## src/zx_mem_pkg.sv

```systemverilog
// Widths, region bases and arbiter states for the memory side; physical map holds 8 RAM banks then 2 ROM pages
package zx_mem_pkg;

	// ======================================================================
	// Widths with a meaning
	// ======================================================================
	typedef logic [15:0] cpu_addr_t;   // Z80 address bus
	typedef logic [7:0]  byte_t;
	typedef logic [2:0]  bank_t;       // RAM bank 0..7
	typedef logic [17:0] phys_addr_t;  // Shared memory address
	typedef logic [2:0]  turbo_t;      // 0 normal, 4 fastest

	// ======================================================================
	// Physical memory map
	// ======================================================================
	// Eight 16K banks from the bottom
	localparam phys_addr_t RAM_BASE = 18'h00000;
	// Two 16K ROM pages above the RAM
	localparam phys_addr_t ROM_BASE = 18'h20000;

	// Port 7FFD decodes on A15 low and A1 low only
	localparam cpu_addr_t PAGE_PORT_MASK = 16'h8002;

	// Download target selection
	localparam byte_t DL_INDEX_ROM = 8'd0;
	localparam byte_t DL_INDEX_RAM = 8'd1;

	// Shared memory arbiter
	typedef enum logic [1:0] {
		IDLE,
		SERVE_CPU,
		SERVE_LOADER
	} arb_state_t;

endpackage

```

## src/clock_enables.sv

```systemverilog
// CPU clock enable at 2**(CE_DIV_W - turbo) cycles; turbo at or above CE_DIV_W gives an enable every cycle
`timescale 1ns/1ns

module clock_enables #(
	parameter int CE_DIV_W = 5
) (
	input  logic               clk_sys,
	input  logic               reset,
	input  zx_mem_pkg::turbo_t turbo_i,
	input  logic               ram_ready_i,
	output logic               ce_cpu_o
);

	logic [CE_DIV_W-1:0] counter;
	logic [CE_DIV_W-1:0] div_mask;
	zx_mem_pkg::turbo_t  turbo_q;
	logic [1:0]          timeout;
	logic                tick_q;

	// Each turbo step halves the divide
	assign div_mask = {CE_DIV_W{1'b1}} >> turbo_q;

	always_ff @(posedge clk_sys) begin
		if (reset) begin
			counter <= '0;
			tick_q  <= 1'b0;
			turbo_q <= '0;
			timeout <= 2'd0;
		end else begin
			counter <= counter + 1'b1;
			tick_q  <= ((counter & div_mask) == '0);

			// Speed change holds the CPU off for a few cycles
			if (turbo_i != turbo_q) begin
				turbo_q <= turbo_i;
				timeout <= 2'd3;
			end else if (timeout != 2'd0) begin
				timeout <= timeout - 2'd1;
			end
		end
	end

	// Stall on pending memory or a speed change in progress
	assign ce_cpu_o = tick_q & ram_ready_i & (timeout == 2'd0) & (turbo_i == turbo_q);

endmodule

```

## config.mk

```make
export PLATFORM = sky130hd
export DESIGN_NAME = clock_enables
export DESIGN_NICKNAME = d
export VERILOG_FILES = /design/src/zx_mem_pkg.sv /design/src/clock_enables.sv
export SDC_FILE = /design/constraint.sdc
export NUM_CORES = 1
export LEC_CHECK = 0
export ABC_AREA = 1
export BUFFER_PORTS_ARGS = -buffer_cell sky130_fd_sc_hd__buf_2
export CORE_AREA = 2 2 39 41
export DETAILED_ROUTE_END_ITERATION = 6
export DIE_AREA = 0 0 41 43
export HOLD_SLACK_MARGIN = 0.02
export SLEW_MARGIN = 20
export SYNTH_ARGS = -nofsm -noshare
export SYNTH_HDL_FRONTEND = slang
export SYNTH_SLANG_ARGS = --single-unit
```

## constraint.sdc

```tcl
create_clock -name clk_sys -period 1.1 [get_ports clk_sys]
set_input_delay 0.22 -clock clk_sys [delete_from_list [all_inputs] [get_ports clk_sys]]
set_output_delay 0.22 -clock clk_sys [all_outputs]
set_load 0.05 [all_outputs]
```

* After elaboration in Yosys (flattened, before gate mapping) *
Cells that the tools add are included.

cells by class
  mux-type cells = 2
  shifts and indexed selects = 1
  reductions and logical operators = 4
  add/subtract/negate cells = 2
  bitwise gates (word level) = 4
  equality and inequality tests = 2

operators with widths
  kind                   number
  $add A5 B1 Y5 const B  1
  $and A5 B5 Y5          1
  $logic_not A5 Y1       1
  $shr A5 B3 Y5 const A  1
  $mux W2                2
  $reduce_bool A2 Y1     2
  $and A1 B1 Y1          3
  $eq A3 B3 Y1           1
  $ne A3 B3 Y1           1
  $logic_not A2 Y1       1
  $sub A2 B1 Y2 const B  1

word-level totals
  logic and storage cells = 19
  register bits = 11
  output and inout bits = 1
  input port bits = 6

* Longest topological paths before layout *
Gate-level depths: netlist of the first run.

  depth after elaboration = 3
  depth in mapped cells = 8
  gate-level depth less buffers = 8

* Worst setup path before layout of the first run *
Ideal clock, no wire load.

  path kind = register to output
  start point = register timeout[0]
  end point = output port ce_cpu_o
  path buffers = 0
  path slack = -397 ps
  cell stages (with the launch flop) = 5
  required time = 880 ps
  arrival = 1277 ps
  path through = dfxtp_1 > inv_1 > ha_1 > nand3_1 > nor2_1

on the way
  cells in the longest elaborated chain, start to end = 3

RTL lines
  item                        line                 source
  start: declaration          clock_enables.sv:17  logic [1:0] timeout;
  start signal: assignment    clock_enables.sv:38  timeout <= timeout - 2'd1;
  $logic_not A2 Y1            clock_enables.sv:44  assign ce_cpu_o = tick_q & ram_ready_i & (timeout == 2'd0) & (turbo_i == turbo_q);
  $and A1 B1 Y1 (2 in a row)  clock_enables.sv:44
  end: declaration            clock_enables.sv:11  output logic ce_cpu_o

Every way passes these cells.

* Worst setup path in the final report of the first run *
Ends and elaborated chain as after synthesis.

==> flow_summary.yaml, run 1 <==
outcome:
  status: "finished with violations"
  violations: "setup timing"
timing:
  hold_viol: 0
  worstMarginPinSlew_ps: 236
  rsz0062_at_grt: "yes"
  setup_viol: 1
  holdWs_ps: 185
  slew_violations: 0
  final.period_utilization_pct: 123
  maxSlewHeadroom_pct: 84.2
  setup-tns-final_ps: -255
  min_period_ps: 1360
  fin_ws_ps: -255
  skew_ps: 1.56
  max_freq_ghz: 0.738
cts:
  clock_latency_ps: 260
  clockBufferDepth: 2
  numCtsBuffers: 3
  cts_tree: "built"
  cts.clk_slew.worst_paths_ps: 70
  cts_hold_buffers: 0
  htreeDepth: 1
  cts_root_buf: "clkbuf_4"
  cts_sinks: 11
grt:
  grt_use_total_pct: 12.1
  first_global_vias: 415
  grt.overflow.total: 0
  grt_pass1_wl_mm: 1.45
  met1_usage_pct: 12.5
  antenna_found_initial: 0
  use_met3_pct: 3.14
  grt_util_met2_pct: 20.0
  busiest_layer: "met2"
  grt_max_degree: 10
hold_path:
  holdCritStartpoint: "turbo_i[1]"
  hold_class: "input port to register"
die:
  num_io_pins: 7
  dieWidth_um: 41
  initial_core_util_pct: 38.1
  num_rows: 14
  die_y_um: 43
  coreArea_mm2: 0.00138
  design.die.area_mm2: 0.00176
detailed_routing:
  first_iter_violations: 1
  finalWirelength_um: 876
  drcViolationCount: 0
  ant_nets: 0
  wl_per_cell_um: 8.34
  viasPerCell: 4.32
  dr.pass1.iters: 3
  vias: 454
worst_setup_path:
  start_kind: "register"
  crit_path_cell_trace: "inv_2 > ha_4 > nand3_2 > nor2_4 > buf_8"
  cp-startpoint: "timeout[0]"
  critical-path-top-delay-family: "flip-flops"
  crit_fanout: 2
  required_ps: 880
  worst-path-buf-inv: 2
  cp.arrival_ps: 1140
  crit_type: "register to output port"
  cpPeakStageDelay_ps: 320
  crit_path_end_kind: "output port"
  timing.rr.start: "timeout[0]"
  r2r_slack_ps: 40
  slowest_stage: "dfxtp_2"
logic_synthesis:
  yosysTopAreaCell: "dfxtp_1"
  ys_ff_latch: 11
  ys_seq_area_share_pct: 41.8
  synth_cell_types: 15
  syn_nets: 79
  yosys_warnings: 0
  netlist.area_leader.share_pct: 41.8
  synthesis.area_um2: 527
  syn_inst: 71
  synth_area_leaders: "dfxtp_1 (42%), nand2_1 (12%), inv_1 (8.6%)"
  synth.avg_cell_area_um2: 7.42
power:
  fin_total_pwr_mw: 0.872
  vdd_drop_max_mv: 0.658
  p_per_area_mw_per_mm2: 1210
  p_leak_nw: 0.363
layout:
  final_cells: 105
  final_nets: 98
  area_growth_pct: 37.3
  num_antenna_cells: 0
  layout_commonest_cell: "nand2_1"
  final_layout_size_suffix_gt1_share_pct: 41.6
  final_cell_mix: "nand2_1 (14), nor2_1 (10), inv_1 (9)"
place:
  globalplace.congestion: 0.712
  pre_cts_ws_ps: -112
  place_hpwl_um: 691
  dp.cells: 101
  io_buffers: 6
run:
  maxCapViolations: 0
==> report_power, final <==
group / internal (mW) / switching, mW / total, mW
combinational: 0.0813 / 0.0814 / 0.163
sequential: 0.424 / 0.0170 / 0.441
clock: 0.140 / 0.127 / 0.268
total: 0.646 / 0.226 / 0.872
==> metrics by stage <==
stage	cell area [µm²]	util (%)
after global routing	723	52.3
after CTS	708	51.2
after global placement	673	48.6
after detailed placement	673	48.6
after floorplan	567	-
final	723	52.3
==> layout make-up <==
cell class,count,area (µm²)
well taps,16,20.0
repair buffers,15,111
multi-input cells,45,288
clock buffers,4,26.3
flip-flops and latches,11,225
inverters,14,52.6
fillers,128,661
==> cells in the mapped netlist <==
master / instances
a21oi_1: 1
buf_6: 1
dfxtp_1: 11
ha_1: 2
inv_1: 12
inv_2: 2
nand2_1: 17
nand3_1: 5
nand3_2: 1
nand4_1: 2
nor2_1: 11
nor2_8: 1
o21ai_0: 1
xnor2_1: 2
xor2_1: 2
==> worst paths after layout <==
path / endpoint / depth (start not counted)
worst max-delay path: ce_cpu_o / 5
worst min-delay path: turbo_q[1] / 3
worst max register to register: timeout[1] / 9
worst min register to register: counter[4] / 2
==> worst register-to-register path, cell delays in order, from the launching register on <==
cell and delay, ps:
dfxtp_2 330, inv_2 50, ha_4 160, buf_6 110, inv_2 40, nand2_1 40
nand2_1 50, nand4_1 80, nand2_1 80, inv_1 30
==> state kept, by name (all words and copies together) (netlist names) <==
name / count
counter: 5
tick_q: 1
timeout: 2
turbo_q: 3
==> kinds of logic after synthesis <==
logic type	after synthesis	synth area share [%]
AOI/OAI and AO/OA	2	1.90
DFF	11	41.8
and+or+nand+nor	37	32.8
buffers and inverters	15	12.1
adders and majority gates	2	4.75
xor gates and xnor gates	4	6.65
==> routing by layer <==
| layer | vias to the layer above | wire, µm |
|---|---|---|
| met2 | 6 | 459 |
| met5 | - | 0 |
| met3 | 2 | 26 |
| met4 | 0 | 8 |
| li1 | 251 | - |
| met1 | 195 | 381 |
==> what timing repair did <==
item	CTS	global route
buffers inserted	0	0
resized for setup	6	7
endpoints found under the setup margin	3	3
pin swaps	2	4
(Power assumes the default switching activity.)
==> run 2: changes to the inputs <==
--- a/config.mk
+++ b/config.mk
@@ -11,6 +11,7 @@
 export DETAILED_ROUTE_END_ITERATION = 6
 export DIE_AREA = 0 0 41 43
 export HOLD_SLACK_MARGIN = 0.02
+export SKIP_LAST_GASP = 1
 export SLEW_MARGIN = 20
 export SYNTH_ARGS = -nofsm -noshare
 export SYNTH_HDL_FRONTEND = slang
==> run 2 against run 1 <==
The flow still finishes with violations (setup timing). Worst setup slack did not move. Clock skew is the same. Die area unchanged. Clock-buffer cell count is the same. Non-clock buffer count did not move. Maximum frequency unchanged. Combinational power hardly changed.
==> flow_summary.yaml, run 2 (synthesized netlist as in run 1, its figures left out) <==
outcome:
  status: "finished with violations"
  violations: "setup timing"
layout:
  layout_commonest_cell: "nand2_1"
  largest_reg_flops: 5
  top_register: "counter"
  largestRegisters: "counter x5, turbo_q x3, timeout x2"
  final_nets: 98
  finalInstanceArea_um2: 721
  final_layout_size_suffix_gt1_share_pct: 40.4
  final_cell_mix: "nand2_1 (15), nor2_1 (10), inv_1 (9)"
  area_growth_pct: 36.8
  num_antenna_cells: 0
  utilization_pct: 52.1
place:
  place_hpwl_um: 691
  globalplace.congestion: 0.712
  postPlaceCellArea_um2: 673
  io_buffers: 6
timing:
  setup_viol: 1
  min_period_ps: 1360
  maxSlewHeadroom_pct: 84.2
  setup-tns-final_ps: -255
  hold_viol: 0
  rsz0062_at_grt: "yes"
  fin_ws_ps: -255
  skew_ps: 1.56
  final.period_utilization_pct: 123
  slew_violations: 0
  max_freq_ghz: 0.738
  worstMarginPinSlew_ps: 236
die:
  coreArea_mm2: 0.00138
  initial_core_util_pct: 38.1
  num_rows: 14
  design.die.area_mm2: 0.00176
  die_y_um: 43
  dieWidth_um: 41
  num_io_pins: 7
grt:
  grt.overflow.total: 0
  grt_pass1_wl_mm: 1.45
  grt_use_total_pct: 12.1
  grt_max_degree: 10
  antenna_found_initial: 0
  first_global_vias: 415
power:
  p_leak_nw: 0.363
  p_per_area_mw_per_mm2: 1210
  switchingPower_mw: 0.225
  vdd_drop_max_mv: 0.658
  pwr-share-clk_pct: 30.7
  combinationalPowerShare_pct: 18.6
  internal_power_mw: 0.645
  fin_total_pwr_mw: 0.871
  swShare_pct: 25.9
  p_seq_share_pct: 50.7
detailed_routing:
  ant_nets: 0
  wl_per_cell_um: 8.35
  vias: 455
  dr.pass1.iters: 3
  first_iter_violations: 1
  drcViolationCount: 0
  viasPerCell: 4.33
  finalWirelength_um: 877
worst_setup_path:
  cpPeakStageDelay_ps: 320
  required_ps: 880
  r2r_end: "timeout[1]"
  crit_fanout: 2
  cp-startpoint: "timeout[0]"
  cp.arrival_ps: 1140
  start_kind: "register"
  slowest_stage: "dfxtp_2"
  r2r_slack_ps: 40
  timing.rr.start: "timeout[0]"
  crit_path_end_kind: "output port"
  crit_path_cell_trace: "inv_2 > ha_4 > nand3_2 > nor2_4 > buf_8"
  crit_end: "ce_cpu_o"
  crit_type: "register to output port"
  reg2reg_depth: 9
cts:
  cts_tree: "built"
  post_cts_buffers: 0
  numCtsBuffers: 3
  cts_sinks: 11
  clock_latency_ps: 260
  cts_root_buf: "clkbuf_4"
  clockBufferDepth: 2
  htreeDepth: 1
  cts_hold_buffers: 0
  cts.clk_slew.worst_paths_ps: 70
hold_path:
  hold_class: "input port to register"
  holdCritStartpoint: "turbo_i[1]"
run:
  maxCapViolations: 0
[run 2: power groups by stage]
stage,registers (mW),logic [mW],clock network (mW)
global placement,0.447,0.155,0
floorplan,0.448,0.102,0
CTS,0.441,0.161,0.277
finish,0.441,0.162,0.268
global route,0.444,0.183,0.298
detailed placement,0.448,0.158,0
[run 2: critical path, delay by kind of cell, from the launching register on]
kind / cells / cell delay (ps)
adder cells (fa/ha/maj): 1 / 140
buffers and inverters: 2 / 220
flip-flops: 1 / 320
AND/OR/NAND/NOR: 2 / 210
[run 2: worst min path at each step]
stage            endpoint  slack, ps  cells after the start
6_report       turbo_q[1]        180                      3
5_1_grt        turbo_q[1]        180                      3
4_1_cts        turbo_q[1]        180                      3
3_5_place_dp   turbo_q[1]        470                      3
3_3_place_gp   turbo_q[1]        480                      3
2_1_floorplan  turbo_q[0]        330                      2
[run 2: area by class of cell]
type	instances	area [µm²]
Inverter	14	52.6
Fill cell	130	663
Tap cell	16	20.0
Multi-Input combinational cell	45	285
Clock buffer	4	26.3
Sequential cell	11	225
Timing Repair Buffer	15	111
[run 2: routing by layer]
layer  share of wire [%]  GRT usage, %  vias to the layer above  wire length, µm
met3                 3.0          3.14                        2               26
met4                0.91          8.00                        0                8
met2                  52          20.0                        6              459
li1                    -             -                      251                -
met1                  44          12.5                      196              383
met5                   0             0                        -                0
[run 2: through the flow]
step,worst slack (ps),std cells,hold WS (ps)
floorplan,0.0751,71,327
global placement,-96.2,101,477
detailed placement,-112,101,468
CTS,-264,105,181
global route,-324,105,178
finish,-255,105,185
[run 2: repair_timing]
action / in CTS / in global routing
endpoints found under the hold margin: 0 / 0
endpoints found under the setup margin: 3 / 3
pin swaps: 2 / 4
resized for setup: 6 / 6
==> run 3: changes to the inputs <==
--- a/config.mk
+++ b/config.mk
@@ -8,6 +8,7 @@
 export ABC_AREA = 1
 export BUFFER_PORTS_ARGS = -buffer_cell sky130_fd_sc_hd__buf_2
 export CORE_AREA = 2 2 39 41
+export CTS_BUF_LIST = sky130_fd_sc_hd__clkbuf_16
 export DETAILED_ROUTE_END_ITERATION = 6
 export DIE_AREA = 0 0 41 43
 export HOLD_SLACK_MARGIN = 0.02
@@ -16,3 +17,4 @@
 export SYNTH_ARGS = -nofsm -noshare
 export SYNTH_HDL_FRONTEND = slang
 export SYNTH_SLANG_ARGS = --single-unit
+export TNS_END_PERCENT = 50
==> run 3 against run 2 <==
The flow still finishes with violations (setup timing). Global-route usage up 1.1 points. First-iteration DRC count up 100%. Worst hold slack better by 34 ps. Sequential power about the same. Clock skew about the same. Die area unchanged. Combinational power down 2%. Register-to-register slack worse by 70 ps. Critical path depth unchanged. Flip-flop and latch count unchanged. Sequential share of layout area down 2.0 points. Via count down 1.1%.
==> flow_summary.yaml, run 3 (synthesized netlist as in run 1, its figures left out) <==
outcome:
  status: "finished with violations"
  violations: "setup timing"
timing:
  max_freq_ghz: 0.762
  slew_violations: 0
  setup-tns-final_ps: -268
  worstMarginPinSlew_ps: 241
  maxSlewHeadroom_pct: 83.9
  final.period_utilization_pct: 119
  hold_viol: 0
  setup_viol: 3
  rsz0062_at_grt: "yes"
  min_period_ps: 1310
  skew_ps: 2.02
  fin_ws_ps: -212
worst_setup_path:
  crit_type: "register to output port"
  required_ps: 880
  timing.rr.start: "timeout[0]"
  r2r_end: "timeout[0]"
  crit_path_end_kind: "output port"
  reg2reg_depth: 9
  crit_fanout: 2
  start_kind: "register"
  cp.arrival_ps: 1090
  r2r_slack_ps: -30
detailed_routing:
  first_iter_violations: 2
  viasPerCell: 4.29
  dr.pass1.iters: 4
  wl_met1_um: 419
  top_layer: "met4"
  dr_wl_met2_um: 492
  wl_per_cell_um: 8.98
  vias: 450
  ant_nets: 0
  drcViolationCount: 0
  met3_length_um: 22
  finalWirelength_um: 943
run:
  maxCapViolations: 0
power:
  fin_total_pwr_mw: 1.25
  vdd_drop_max_mv: 0.991
  p_leak_nw: 0.390
  p_per_area_mw_per_mm2: 1630
cts:
  clockBufferDepth: 2
  cts_tree: "built"
  cts_root_buf: "clkbuf_16"
  numCtsBuffers: 3
  htreeDepth: 1
  clock_latency_ps: 240
  cts.clk_slew.worst_paths_ps: 40
  cts_sinks: 11
die:
  num_io_pins: 7
  dieWidth_um: 41
  design.die.area_mm2: 0.00176
  num_rows: 14
  die_y_um: 43
  initial_core_util_pct: 38.1
  coreArea_mm2: 0.00138
grt:
  grt_max_degree: 10
  grt_pass1_wl_mm: 1.52
  grt_use_total_pct: 13.2
  antenna_found_initial: 0
  first_global_vias: 414
  grt.overflow.total: 0
layout:
  final_nets: 98
  nFillCells: 129
  num_antenna_cells: 0
  final_cells: 105
  final_layout_size_suffix_gt1_share_pct: 37.1
  finalInstanceArea_um2: 766
  area_growth_pct: 45.4
  layout_commonest_cell: "nand2_1"
  largestRegisters: "counter x5, turbo_q x3, timeout x2"
  final_cell_mix: "nand2_1 (16), inv_1 (11), nor2_1 (10)"
  largest_reg_flops: 5
  top_register: "counter"
place:
  dp.cells: 101
  io_buffers: 6
  globalplace.congestion: 0.712
  place_hpwl_um: 691
  postPlaceCellArea_um2: 673
  pre_cts_ws_ps: -112
hold_path:
  hold_class: "input port to register"
  holdCritStartpoint: "turbo_i[1]"
  hold_end: "turbo_q[1]"
  hold_path_depth: 3
-- run 3: timing repair --
action                     in CTS  in global routing
hold buffers                    0                  0
setup endpoints to repair       3                  3
buffers inserted                0                  0
pin swaps                       4                  0
resized for setup               6                  2
-- run 3: power breakdown --
part	leakage (nW)	total (mW)	switching (mW)	internal (mW)
Clock	0.0423	0.649	0.173	0.477
Sequential	0.0919	0.444	0.0172	0.426
Combinational	0.255	0.158	0.0801	0.0782
Total	0.390	1.25	0.270	0.981
-- run 3: worst max path at each step --
stage	start	end	slack (ps)	cells past startpoint
after floorplan	turbo_q[1]	ce_cpu_o	0.08	3
after global placement	turbo_i[1]	ce_cpu_o	-100	5
after detailed placement	turbo_i[1]	ce_cpu_o	-110	5
after CTS	timeout[0]	ce_cpu_o	-220	5
after global routing	turbo_q[0]	ce_cpu_o	-280	6
final	timeout[0]	ce_cpu_o	-210	5
-- run 3: worst max-delay path, cell delays in order (launching register included) --
cell and delay (ps):
dfxtp_1 310, inv_2 80, ha_4 140, nand3_2 70
nor2_4 120, buf_8 150
-- run 3: area by class of cell --
class                      count  area [µm²]  share of cell area (%)
clock inverter                 1        3.75                   0.490
multi-input combinational     45         283                    36.9
clock buffer                   3        75.1                    9.80
inverter                      14        52.6                    6.86
tap                           16        20.0                    2.61
sequential                    11         224                    29.2
timing repair buffer          15         108                    14.1
-- run 3: metal layers --
| layer | track usage (%) | vias up |
|---|---|---|
| li1 | - | 250 |
| met1 | 13.4 | 193 |
| met2 | 21.6 | 5 |
| met3 | 3.14 | 2 |
| met4 | 10.0 | 0 |
| met5 | 0 | - |
-- run 3: through the flow --
| step | hold WS, ps | utilization [%] |
|---|---|---|
| 6_report | 219 | 55.3 |
| 5_1_grt | 225 | 55.3 |
| 4_1_cts | 217 | 55.0 |
| 3_5_place_dp | 468 | 48.6 |
| 3_3_place_gp | 477 | 48.6 |
| 2_1_floorplan | 327 | - |
